## config.mk

```make
export PLATFORM = sky130hd
export DESIGN_NAME = da_host_core
export DESIGN_NICKNAME = d
export VERILOG_FILES = /design/src/da_proto_pkg.sv /design/src/da_report_pkg.sv /design/src/da_host_core.sv /design/src/da_cmd_parser.sv /design/src/da_report_framer.sv /design/src/da_payload_fifo.sv
export SDC_FILE = /design/constraint.sdc
export NUM_CORES = 1
export LEC_CHECK = 0
export ABC_AREA = 1
export BUFFER_PORTS_ARGS = -buffer_cell sky130_fd_sc_hd__buf_4
export CORE_UTILIZATION = 55
export DETAILED_ROUTE_END_ITERATION = 10
export PLACE_DENSITY = 0.71
export SKIP_CTS_REPAIR_TIMING = 1
export SYNTH_ARGS = -nofsm -noshare
export SYNTH_HDL_FRONTEND = slang
export SYNTH_SLANG_ARGS = --single-unit
```

## constraint.sdc

```tcl
create_clock -name clk_core -period 8.4 [get_ports clk_core]
set_clock_uncertainty 0.2 [all_clocks]
set_input_delay 0.42 -clock clk_core [delete_from_list [all_inputs] [get_ports clk_core]]
set_output_delay 0.42 -clock clk_core [all_outputs]
set_load 0.01 [all_outputs]
```

## src/da_proto_pkg.sv

```systemverilog
/* Host protocol definitions: stream word types, command and report codes,
   header and footer layout of host packets and reports */

package da_proto_pkg;

    // One word on the host streams
    typedef logic [15:0] host_word_t;

    // Host stream beat, valid travels with the data word
    typedef struct packed {
        logic       valid;
        host_word_t data;
    } host_stream_t;

    // Sum of report or packet words, wraps at 32 bits
    typedef logic [31:0] checksum_t;

    // Report length in payload words, sent as two header words
    typedef logic [23:0] report_len_t;

    // Command codes, low byte of the command word
    localparam logic [7:0] CMD_DIRCHAN_READ = 8'h10;
    localparam logic [7:0] CMD_CTL_WRITE    = 8'h20;
    localparam logic [7:0] CMD_ECHO_SEND    = 8'h40;

    // Report codes, second word of every report
    localparam logic [7:0] RPT_DIRCHAN        = 8'h11;
    localparam logic [7:0] RPT_CHECKSUM_ERROR = 8'h21;
    localparam logic [7:0] RPT_ECHO           = 8'h41;

    // Report header is slot, code, length high, length low
    localparam int HEADER_WORDS = 4;

    // Length field of a control write packet
    localparam int LENGTH_WORDS = 2;

    // Checksum is carried high word first
    localparam int CHECKSUM_WORDS = 2;

endpackage
```

## src/da_report_pkg.sv

```systemverilog
/* Internal report request and control write strobe types */

package da_report_pkg;

    // Request handed from parser to framer with report_start
    typedef struct packed {
        logic [7:0]                slot;
        logic [7:0]                code;
        da_proto_pkg::report_len_t len;
    } report_req_t;

    // Control write strobe, one beat per data word
    typedef struct packed {
        logic                     valid;
        logic [7:0]               slot;
        da_proto_pkg::host_word_t data;
    } ctl_write_t;

endpackage

```

## src/da_host_core.sv

```systemverilog
/* Host command front end top: parser, payload FIFO and report framer */

`timescale 1ns/100ps

module da_host_core #(
    parameter int PAYLOAD_DEPTH = 32,
    parameter int NUM_SLOTS     = 4
) (
    input  logic                       clk_core,
    input  logic                       reset,
    input  da_proto_pkg::host_stream_t host_in,
    output logic                       host_in_ready,
    output da_proto_pkg::host_stream_t host_out,
    input  logic                       host_out_ready,
    input  logic [7:0]                 dirchan,
    output da_report_pkg::ctl_write_t  ctl_write
);

    // Parser to FIFO
    logic                     push;
    da_proto_pkg::host_word_t push_word;

    // FIFO to framer
    logic                     pop;
    logic                     empty;
    da_proto_pkg::host_word_t head_word;

    // Parser to framer handshake
    logic                       report_start;
    logic                       busy;
    da_report_pkg::report_req_t report_req;

    da_cmd_parser #(
        .PAYLOAD_DEPTH(PAYLOAD_DEPTH),
        .NUM_SLOTS    (NUM_SLOTS)
    ) u_parser (
        .clk_core     (clk_core),
        .reset        (reset),
        .host_in      (host_in),
        .host_in_ready(host_in_ready),
        .dirchan      (dirchan),
        .ctl_write    (ctl_write),
        .push         (push),
        .push_word    (push_word),
        .report_start (report_start),
        .report_req   (report_req),
        .busy         (busy)
    );

    da_payload_fifo #(
        .PAYLOAD_DEPTH(PAYLOAD_DEPTH)
    ) u_payload (
        .clk_core (clk_core),
        .reset    (reset),
        .push     (push),
        .push_word(push_word),
        .pop      (pop),
        .head_word(head_word),
        .empty    (empty)
    );

    da_report_framer u_framer (
        .clk_core      (clk_core),
        .reset         (reset),
        .report_start  (report_start),
        .report_req    (report_req),
        .busy          (busy),
        .pop           (pop),
        .head_word     (head_word),
        .empty         (empty),
        .host_out      (host_out),
        .host_out_ready(host_out_ready)
    );

endmodule

```

## src/da_cmd_parser.sv

```systemverilog
/* Host packet parser: slot and command decode, echo, checksummed control
   write and dirchan read, payload push and report requests */

`timescale 1ns/100ps

module da_cmd_parser #(
    parameter int PAYLOAD_DEPTH = 32,
    parameter int NUM_SLOTS     = 4
) (
    input  logic                       clk_core,
    input  logic                       reset,
    input  da_proto_pkg::host_stream_t host_in,
    output logic                       host_in_ready,
    input  logic [7:0]                 dirchan,
    output da_report_pkg::ctl_write_t  ctl_write,
    output logic                       push,
    output da_proto_pkg::host_word_t   push_word,
    output logic                       report_start,
    output da_report_pkg::report_req_t report_req,
    input  logic                       busy
);

    typedef enum logic [3:0] {
        ST_IDLE,
        ST_CMD,
        ST_ECHO_CNT,
        ST_ECHO_DATA,
        ST_LEN,
        ST_CTL_DATA,
        ST_CSUM,
        ST_ERR,
        ST_WAIT
    } state_t;

    state_t state;

    logic                      accept;
    logic [7:0]                slot_q;
    logic                      slot_ok_q;
    logic [1:0]                sub_q;
    logic [1:0]                err_idx;
    da_proto_pkg::report_len_t cnt_q;
    da_proto_pkg::report_len_t echo_n;
    da_proto_pkg::report_len_t ctl_len;
    da_proto_pkg::host_word_t  hold_q;
    da_proto_pkg::host_word_t  rcv_lo_q;
    da_proto_pkg::checksum_t   calc_q;

    // Held off during reset, while a report is pending and while framing
    assign host_in_ready = (state != ST_WAIT) && (state != ST_ERR) && !busy;
    assign accept = host_in.valid && host_in_ready;

    // Echo count never exceeds what the payload FIFO can hold
    always_comb begin
        if (da_proto_pkg::report_len_t'(host_in.data) >
                da_proto_pkg::report_len_t'(PAYLOAD_DEPTH)) begin
            echo_n = da_proto_pkg::report_len_t'(PAYLOAD_DEPTH);
        end else begin
            echo_n = da_proto_pkg::report_len_t'(host_in.data);
        end
    end

    // Low 24 bits of the two length words
    assign ctl_len = {hold_q[7:0], host_in.data};

    always_ff @(posedge clk_core) begin
        if (reset) begin
            // Leaves through ST_WAIT so ready rises one cycle after reset
            state           <= ST_WAIT;
            push            <= 1'b0;
            report_start    <= 1'b0;
            ctl_write.valid <= 1'b0;
            sub_q           <= '0;
            err_idx         <= '0;
        end else begin
            push            <= 1'b0;
            report_start    <= 1'b0;
            ctl_write.valid <= 1'b0;

            case (state)
                ST_IDLE: begin
                    if (accept) begin
                        slot_q    <= host_in.data[7:0];
                        slot_ok_q <= host_in.data < 16'(NUM_SLOTS);
                        state     <= ST_CMD;
                    end
                end

                ST_CMD: begin
                    if (accept) begin
                        state <= ST_IDLE;
                        // Bad slot or unknown command drops the packet silently
                        if (slot_ok_q) begin
                            case (host_in.data[7:0])
                                da_proto_pkg::CMD_DIRCHAN_READ: begin
                                    push         <= 1'b1;
                                    push_word    <= {8'h00, dirchan};
                                    report_start <= 1'b1;
                                    report_req   <= {slot_q, da_proto_pkg::RPT_DIRCHAN,
                                                     da_proto_pkg::report_len_t'(1)};
                                    state        <= ST_WAIT;
                                end
                                da_proto_pkg::CMD_CTL_WRITE: begin
                                    sub_q  <= '0;
                                    calc_q <= '0;
                                    state  <= ST_LEN;
                                end
                                da_proto_pkg::CMD_ECHO_SEND: begin
                                    state <= ST_ECHO_CNT;
                                end
                                default: begin
                                    state <= ST_IDLE;
                                end
                            endcase
                        end
                    end
                end

                ST_ECHO_CNT: begin
                    if (accept) begin
                        cnt_q      <= echo_n;
                        report_req <= {slot_q, da_proto_pkg::RPT_ECHO, echo_n};
                        if (echo_n == '0) begin
                            // Empty echo, header and footer only
                            report_start <= 1'b1;
                            state        <= ST_WAIT;
                        end else begin
                            state <= ST_ECHO_DATA;
                        end
                    end
                end

                ST_ECHO_DATA: begin
                    if (accept) begin
                        push      <= 1'b1;
                        push_word <= host_in.data;
                        cnt_q     <= cnt_q - 1'b1;
                        if (cnt_q == da_proto_pkg::report_len_t'(1)) begin
                            report_start <= 1'b1;
                            state        <= ST_WAIT;
                        end
                    end
                end

                ST_LEN: begin
                    if (accept) begin
                        hold_q <= host_in.data;
                        sub_q  <= sub_q + 1'b1;
                        if (sub_q == 2'(da_proto_pkg::LENGTH_WORDS - 1)) begin
                            cnt_q <= ctl_len;
                            sub_q <= '0;
                            state <= (ctl_len == '0) ? ST_CSUM : ST_CTL_DATA;
                        end
                    end
                end

                ST_CTL_DATA: begin
                    if (accept) begin
                        // Written out as received, a bad checksum comes too late to stop it
                        ctl_write.valid <= 1'b1;
                        ctl_write.slot  <= slot_q;
                        ctl_write.data  <= host_in.data;
                        calc_q          <= calc_q + da_proto_pkg::checksum_t'(host_in.data);
                        cnt_q           <= cnt_q - 1'b1;
                        if (cnt_q == da_proto_pkg::report_len_t'(1)) begin
                            state <= ST_CSUM;
                        end
                    end
                end

                ST_CSUM: begin
                    if (accept) begin
                        hold_q <= host_in.data;
                        sub_q  <= sub_q + 1'b1;
                        if (sub_q == 2'(da_proto_pkg::CHECKSUM_WORDS - 1)) begin
                            sub_q <= '0;
                            state <= ST_IDLE;
                            if ({hold_q, host_in.data} != calc_q) begin
                                // First error word goes out now, three more follow
                                rcv_lo_q     <= host_in.data;
                                push         <= 1'b1;
                                push_word    <= hold_q;
                                report_start <= 1'b1;
                                report_req   <= {slot_q, da_proto_pkg::RPT_CHECKSUM_ERROR,
                                                 da_proto_pkg::report_len_t'(4)};
                                err_idx      <= 2'd1;
                                state        <= ST_ERR;
                            end
                        end
                    end
                end

                ST_ERR: begin
                    // Received low, then calculated high and low
                    push    <= 1'b1;
                    err_idx <= err_idx + 1'b1;
                    case (err_idx)
                        2'd1:    push_word <= rcv_lo_q;
                        2'd2:    push_word <= calc_q[31:16];
                        default: push_word <= calc_q[15:0];
                    endcase
                    if (err_idx == 2'd3) begin
                        state <= ST_WAIT;
                    end
                end

                ST_WAIT: begin
                    // Framer raises busy the cycle after the start strobe
                    if (!busy && !report_start) begin
                        state <= ST_IDLE;
                    end
                end

                default: begin
                    state <= ST_IDLE;
                end
            endcase
        end
    end

    // A new report may only start once the framer has finished the last one
    a_start_not_busy: assert property (
        @(posedge clk_core) disable iff (reset) report_start |-> !busy
    );

endmodule

```

## src/da_report_framer.sv

```systemverilog
/* Report framer: header, payload from the FIFO and checksum footer
   onto the host output stream */

`timescale 1ns/100ps

module da_report_framer (
    input  logic                       clk_core,
    input  logic                       reset,
    input  logic                       report_start,
    input  da_report_pkg::report_req_t report_req,
    output logic                       busy,
    output logic                       pop,
    input  da_proto_pkg::host_word_t   head_word,
    input  logic                       empty,
    output da_proto_pkg::host_stream_t host_out,
    input  logic                       host_out_ready
);

    da_report_pkg::report_req_t req_q;
    da_proto_pkg::checksum_t    sum_q;

    // Index of the report word on the output now
    logic [24:0] idx_q;
    logic [24:0] payload_end;
    logic        in_header;
    logic        in_payload;
    logic        last_word;
    logic        xfer;

    assign payload_end = 25'(da_proto_pkg::HEADER_WORDS) + 25'(req_q.len);
    assign in_header   = idx_q < 25'(da_proto_pkg::HEADER_WORDS);
    assign in_payload  = !in_header && (idx_q < payload_end);
    assign last_word   = idx_q == payload_end + 25'(da_proto_pkg::CHECKSUM_WORDS - 1);

    // Word select follows the index, payload waits for a FIFO word
    always_comb begin
        host_out.valid = busy;
        host_out.data  = '0;
        if (in_header) begin
            case (idx_q[1:0])
                2'd0:    host_out.data = {8'h00, req_q.slot};
                2'd1:    host_out.data = {8'h00, req_q.code};
                2'd2:    host_out.data = {8'h00, req_q.len[23:16]};
                default: host_out.data = req_q.len[15:0];
            endcase
        end else if (in_payload) begin
            host_out.valid = busy && !empty;
            host_out.data  = head_word;
        end else if (idx_q == payload_end) begin
            host_out.data = sum_q[31:16];
        end else begin
            host_out.data = sum_q[15:0];
        end
    end

    assign xfer = host_out.valid && host_out_ready;

    // FIFO advances only when its head word leaves
    assign pop = xfer && in_payload;

    // Request captured here, parser is free to change its copy
    always_ff @(posedge clk_core) begin
        if (report_start) begin
            req_q <= report_req;
        end
    end

    always_ff @(posedge clk_core) begin
        if (reset) begin
            busy  <= 1'b0;
            idx_q <= '0;
            sum_q <= '0;
        end else if (report_start) begin
            busy  <= 1'b1;
            idx_q <= '0;
            sum_q <= '0;
        end else if (xfer) begin
            idx_q <= idx_q + 1'b1;
            // Sum frozen once the footer starts
            if (in_header || in_payload) begin
                sum_q <= sum_q + da_proto_pkg::checksum_t'(host_out.data);
            end
            if (last_word) begin
                busy <= 1'b0;
            end
        end
    end

    // A stalled word must not change under the host
    a_out_stable: assert property (
        @(posedge clk_core) disable iff (reset)
        host_out.valid && !host_out_ready |=> host_out.valid && $stable(host_out.data)
    );

endmodule

```

## src/da_payload_fifo.sv

```systemverilog
/* Read-ahead circular FIFO for report payload words */

`timescale 1ns/100ps

module da_payload_fifo #(
    parameter int PAYLOAD_DEPTH = 32
) (
    input  logic                     clk_core,
    input  logic                     reset,
    input  logic                     push,
    input  da_proto_pkg::host_word_t push_word,
    input  logic                     pop,
    output da_proto_pkg::host_word_t head_word,
    output logic                     empty
);

    localparam int AW = $clog2(PAYLOAD_DEPTH);

    da_proto_pkg::host_word_t mem [PAYLOAD_DEPTH];

    logic [AW-1:0] wr_ptr;
    logic [AW-1:0] rd_ptr;
    logic [AW:0]   count;
    logic          full;

    // Head is visible without a pop
    assign head_word = mem[rd_ptr];
    assign empty     = (count == '0);
    assign full      = (count == (AW+1)'(PAYLOAD_DEPTH));

    // Payload storage
    always_ff @(posedge clk_core) begin
        if (push) begin
            mem[wr_ptr] <= push_word;
        end
    end

    always_ff @(posedge clk_core) begin
        if (reset) begin
            wr_ptr <= '0;
            rd_ptr <= '0;
            count  <= '0;
        end else begin
            // Pointers wrap on their own since the depth is a power of two
            if (push) begin
                wr_ptr <= wr_ptr + 1'b1;
            end
            if (pop) begin
                rd_ptr <= rd_ptr + 1'b1;
            end
            if (push && !pop) begin
                count <= count + 1'b1;
            end else if (pop && !push) begin
                count <= count - 1'b1;
            end
        end
    end

    // Parser must hold back pushes until there is room
    a_no_push_full: assert property (
        @(posedge clk_core) disable iff (reset) push |-> !full
    );

    // Framer pops only words that are there
    a_no_pop_empty: assert property (
        @(posedge clk_core) disable iff (reset) pop |-> !empty
    );

endmodule

```

==> impl_metrics.toml, run 1 <==
[yosys]
synthCells = 3372
yosysSeqAreaShare_pct = 63.2
synthTopCellsByCount = "703 x edfxtp_1, 483 x nor2_1, 404 x nand2_1, 367 x o21ai_0, 193 x inv_1"
synthFlopType = "edfxtp_1"
synth_edf_count = 703
synth_top_area_cell = "edfxtp_1"
synth_area_leaders = "edfxtp_1 58%, o21ai_0 5.1%, nor2_1 5.0%"
synth_top_area_share_pct = 58.2
yosysMostFrequentCell = "edfxtp_1"
async_flop_share_pct = 0
ys_types = 66
ys_warn_count = 0
netlist_area_sq_um = 36300
yosys_register_bits = 793
synth.avg_cell_area_sq_um = 10.8

[timing]
hold_ws_ns = 0.0109
tightest_slew_ns = 1.35
period_needed_ns = 6.20
finalHoldViolations = 0
setup-tns-final_ns = 0
worst_slack_ns = 2.20
fin_crit_sh_pct = 73.8
final_max_slew_viol_count = 0
slew-limit-headroom_pct = 10.0
rsz0062_at_grt = "false"
fmax_mhz = 161
setup_violations = 0

[grt]
overflow = 0
grt_pass1_vias = 26100
grt_use_total_pct = 29.3
grt_first_pass_wirelength_um = 150000
antenna_found_initial = 0
grt_max_degree = 117

[setup_path]
cp.arrival_ns = 6.55
critPathMaxFanout = 16
criticalPathCategory = "reg -> reg"
cp-start-kind = "register"
end_kind = "register"
required_ns = 8.74

[job]
cap_violations = 0

[placed_design]
dp_hpwl_um = 63200
post_dp_cell_area_sq_um = 37800
portBuffers = 70
post-place-ws_ns = 2.29
gp_congestion = 0.943
dp.cells = 4211

[route]
drtIter0Drc = 3037
ant_nets = 0
via_per_inst = 6.18
wl_per_cell_um = 22.5
drc = 0
firstDrtPassIters = 6
via_count = 27000
routed_wl_um = 98400

[clock_network]
clk_pin_slew_worst_paths_ns = 0.07
clkLatencyLatePin_ns = 0.63
cts_num_sinks = 793
htreeDepth = 3
cts-root-buf = "clkbuf_16"
cts_buffers = 81
cts_tree = "built"
cts_buffer_depth = 3

[power_and_ir_drop]
cellLeakagePower_nw = 13.3
finalPower_mw = 7.89
ir_drop_v = 0.000140
pwr_density_cell_nw_per_um2 = 194

[finish]
fillCellCount = 4910
nNetsFinal = 3557
multi_input_area_sq_um = 11900
final-instance-count-excl-fill = 4375
fin_area_sq_um = 40600
utilization_pct = 62.6
num_antenna_cells = 0
areaGrowthSynthToFinish_pct = 11.8
drive_gt1_share_pct = 10.1
regArea_sq_um = 22900

[floorplanning]
initial_utilization_pct = 56.0
ios = 71
fp.dieH_um = 259
die_area_sq_um = 67000
rows = 93
die-width_um = 259
core_sq_um = 64800

[hold_path]
hold_path.class = "in -> reg"

[status]
run_status = "finished clean"
[where the power goes]
part,internal [mW],switching [mW]
Combinational,0.0305,0.0625
Sequential,4.24,0.00185
Clock,2.06,1.50
[area by class of cell]
class | instances | share of cell area, %
repair buffers | 148 | 2.87
flip-flops and latches | 793 | 56.5
clock inverters | 46 | 1.17
clock buffers | 101 | 5.28
multi-input cells | 2209 | 29.5
well taps | 855 | 2.64
inverters | 223 | 2.08
[placed cells by master (no fill, tap or decap), drive strengths merged, types with 70 or more instances in the layout]
cell	synthesis	layout
inv	218	219
o221ai	120	120
nor2	501	501
o21ai	377	377
nand2	423	423
nand3	156	156
edfxtp	703	703
dfxtp	90	90
clkbuf	119	101
a21oi	198	198
buf	37	131
ha	70	70
[registers in the layout, indices dropped and copies added (netlist names), 2 cells and up, named ones only]
| register | cells |
|---|---|
| u_framer.idx_q | 25 |
| u_framer.req_q | 27 |
| u_framer.sum_q | 32 |
| u_parser.calc_q | 32 |
| u_parser.cnt_q | 24 |
| u_parser.ctl_write | 25 |
| u_parser.err_idx | 2 |
| u_parser.hold_q | 16 |
| u_parser.push_word | 16 |
| u_parser.rcv_lo_q | 16 |
| u_parser.report_req | 27 |
| u_parser.slot_q | 8 |
| u_parser.state | 4 |
| u_parser.sub_q | 2 |
| u_payload.count | 6 |
| u_payload.mem | 512 |
| u_payload.rd_ptr | 5 |
| u_payload.wr_ptr | 5 |
[critical path: stages (launching register included)]
cell and delay (ns):
edfxtp_1 0.50, ha_1 0.27, nand2_2 0.12, nor2_4 0.20, nand3_2 0.12, nor2_1 0.11
nand3_1 0.11, ha_1 0.32, nand2_1 0.06, inv_1 0.06, nand3_1 0.12, nor3_1 0.52
nand3_2 0.56, mux2i_1 0.25, a221oi_1 0.58, fa_1 0.33, nand3_1 0.08, nand2_1 0.12
a21oi_1 0.10, o21ai_1 0.35, a21boi_0 0.25, o21bai_1 0.26, nand3_1 0.13, nand2_1 0.08
nand2_1 0.06, nand2_1 0.05, nand2_1 0.04, a21oi_1 0.18
[worst paths after layout]
| kind | from | to | slack, ns | cells past startpoint |
|---|---|---|---|---|
| max | u_framer.req_q[2] | u_framer.sum_q[30] | 2.20 | 27 |
| min | reset | u_parser.err_idx[1] | 0.01 | 2 |
| max reg2reg | u_framer.req_q[2] | u_framer.sum_q[30] | 2.20 | 27 |
| min reg2reg | u_parser.report_req[32] | u_framer.req_q[32] | 0.20 | 0 |
[cell families (layout without fill, tap and decap cells)]
| kind of cell | after synthesis | in the layout | share of synthesized area (%) |
|---|---|---|---|
| multiplexers | 12 | 12 | 0.331 |
| buffers and inverters | 379 | 518 | 4.11 |
| flip-flops | 793 | 793 | 63.2 |
| XOR/XNOR | 65 | 65 | 1.57 |
| AO/OA/AOI/OAI | 831 | 831 | 13.7 |
| AND/OR/NAND/NOR | 1218 | 1218 | 14.5 |
| other | 1 | 10 | 0.0103 |
| adder cells (fa/ha/maj) | 73 | 73 | 2.58 |
[metal layers]
metal	global-route usage [%]	vias up	wire [um]	share of wire (%)
li1	-	12400	-	-
met1	40.3	13100	40100	41
met2	45.9	1287	45600	46
met3	5.79	220	9040	9.2
met4	11.6	0	3630	3.7
met5	0	-	0	0
No activity file was read; power rests on OpenSTA's default activity.
==> run 2: changes to the inputs <==
--- a/config.mk
+++ b/config.mk
@@ -9,7 +9,7 @@
 export BUFFER_PORTS_ARGS = -buffer_cell sky130_fd_sc_hd__buf_4
 export CORE_UTILIZATION = 55
 export DETAILED_ROUTE_END_ITERATION = 10
-export PLACE_DENSITY = 0.71
+export PLACE_DENSITY = 0.74
 export SKIP_CTS_REPAIR_TIMING = 1
 export SYNTH_ARGS = -nofsm -noshare
 export SYNTH_HDL_FRONTEND = slang
==> constraint.sdc (replaced) <==
create_clock -name clk_core -period 5.5 [get_ports clk_core]
set_clock_uncertainty 0.2 [all_clocks]
set_input_delay 0.275 -clock clk_core [delete_from_list [all_inputs] [get_ports clk_core]]
set_output_delay 0.275 -clock clk_core [all_outputs]
set_load 0.01 [all_outputs]
==> run 2 against run 1 <==
  * Utilization rose by 1.2 points
  * Maximum frequency rose by 19%
  * Clock power rose by 57%
==> impl_metrics.toml, run 2 (synthesized netlist as in run 1, its figures left out) <==
[setup_path]
criticalPathCategory = "reg -> reg"
critPathMaxFanout = 16
reg2reg_from = "u_framer.req_q[2]"
required_ns = 5.86
cp-start-kind = "register"
crit_slowest_cell = "a311oi_1"
reg2reg_depth = 27
slowest_delay_ns = 0.62
rr_endpoint = "u_framer.sum_q[31]"
critPathBufInv = 3
cp.arrival_ns = 5.57
end_kind = "register"
path_delay_family = "compound AO/OA/AOI/OAI gates"
rrSetupSlack_ns = 0.29

[clock_network]
cts_tree = "built"
htreeDepth = 3
clkLatencyLatePin_ns = 0.65
clk_pin_slew_worst_paths_ns = 0.06
cts-root-buf = "clkbuf_16"
cts_buffer_depth = 3
cts_num_sinks = 793
cts_buffers = 82

[floorplanning]
fp.dieH_um = 259
initial_utilization_pct = 56.0
ios = 71
rows = 93
core_sq_um = 64800
die-width_um = 259
die_area_sq_um = 67000

[timing]
tightest_slew_ns = 1.38
finalHoldViolations = 0
period_needed_ns = 5.21
fmax_mhz = 192
slew-limit-headroom_pct = 7.79
final_max_slew_viol_count = 0
worst_slack_ns = 0.290
setup_violations = 0
fin_crit_sh_pct = 94.7

[route]
ant_nets = 0
via_count = 27300
drtIter0Drc = 3308
wl_per_cell_um = 22.4
via_per_inst = 6.13
drc = 0
routed_wl_um = 99600
firstDrtPassIters = 7

[grt]
grt_first_pass_wirelength_um = 150000
grt_pass1_vias = 25500
grt_max_degree = 111
antenna_found_initial = 1
grt_use_total_pct = 29.6
overflow = 0

[finish]
regArea_sq_um = 22900
multi_input_area_sq_um = 12000
utilization_pct = 63.8
fillCellCount = 4939
final_common_cell = "edfxtp_1"
reg.largest.list = "u_payload.mem: 512 flops, u_framer.sum_q: 32 flops, u_parser.calc_q: 32 flops"
largest_reg_flops = 512
num_antenna_cells = 0
areaGrowthSynthToFinish_pct = 14.0
drive_gt1_share_pct = 12.1
regMostFlops = "u_payload.mem"
nNetsFinal = 3623
final_cell_mix = "703 x edfxtp_1, 478 x nor2_1, 403 x nand2_1"

[power_and_ir_drop]
ir_drop_v = 0.000232
pwr_density_cell_nw_per_um2 = 295
sw_frac_of_total_pct = 20.2
cellLeakagePower_nw = 13.7
internal_power_mw = 9.76
switchingPower_mw = 2.46
clkPwrFrac_pct = 45.8
seq_power_share_pct = 52.9
comb_power_share_pct = 1.2

[placed_design]
portBuffers = 70
post-place-ws_ns = 0.146
dp_hpwl_um = 63900
gp_congestion = 0.982

[hold_path]
min-delay-start = "host_out_ready"
hold-path-endpoint = "u_framer.sum_q[15]"
hold_depth = 5
hold_path.class = "in -> reg"

[status]
run_status = "finished clean"

[job]
cap_violations = 0
## run 2: cell types whose count changed in the layout (fill, tap and decap cells not counted), moves of 4 or more
cell / before / now
clkinv_1: 17 / 21
clkbuf_8: 2 / 7
dlygate4sd3_1: 17 / 26
clkinvlp_4: 2 / 6
buf_4: 130 / 176
clkbuf_1: 17 / 8
buf_12: 1 / 10
## run 2: area by class of cell
| type | count | area share [%] |
|---|---|---|
| Sequential cell | 793 | 55.4 |
| Tap cell | 855 | 2.59 |
| Multi-Input combinational cell | 2209 | 29.0 |
| Inverter | 223 | 2.05 |
| Clock buffer | 99 | 5.39 |
| Clock inverter | 53 | 1.21 |
| Timing Repair inverter | 1 | 0.0181 |
| Timing Repair Buffer | 212 | 4.31 |
## run 2: per-layer routing
metal	global-route usage (%)	vias to the layer above	part of all wire, %
met5	0	-	0
met4	13.1	0	4.5
met3	5.08	219	9.7
met2	44.8	1450	45
met1	41.9	13000	41
li1	-	12500	-
## run 2: per-stage QoR
| stage | setup TNS (ns) | instance area, sq um | power [mW] | cells | hold slack (ns) |
|---|---|---|---|---|---|
| floorplan | 0 | 36300 | 6.67 | 3381 | 0.174 |
| global placement | 0 | 38200 | 6.73 | 4257 | 0.201 |
| detailed placement | 0 | 38200 | 6.73 | 4257 | 0.205 |
| CTS | 0 | 41000 | 12.3 | 4409 | -0.351 |
| global route | -0.0614 | 41400 | 12.5 | 4445 | 0.00822 |
| finish | 0 | 41400 | 12.2 | 4445 | 0.0150 |
## run 2: worst min-delay path: stages
cell,delay [ns]
buf_4,0.14
nand3_4,0.11
nor2_4,0.13
nand2_2,0.10
a21oi_2,0.05
## run 2: worst max path at each step
stage / from / to / slack (ns) / depth (start not counted)
6_report: u_framer.req_q[2] / u_framer.sum_q[31] / 0.29 / 27
5_1_grt: u_framer.req_q[2] / u_framer.sum_q[24] / -0.06 / 30
4_1_cts: u_framer.req_q[2] / u_framer.sum_q[30] / 0.12 / 29
3_5_place_dp: u_framer.req_q[2] / u_framer.sum_q[30] / 0.15 / 29
3_3_place_gp: u_framer.req_q[2] / u_framer.sum_q[30] / 0.33 / 30
2_1_floorplan: u_parser.state[3] / u_parser.calc_q[0] / 0.08 / 7
## run 2: power groups by stage
stage,registers [mW],logic (mW),clock network [mW]
after floorplan,6.60,0.0666,0
after global placement,6.60,0.129,0
after detailed placement,6.60,0.130,0
after CTS,6.47,0.131,5.65
after global routing,6.47,0.160,5.89
final,6.47,0.148,5.60
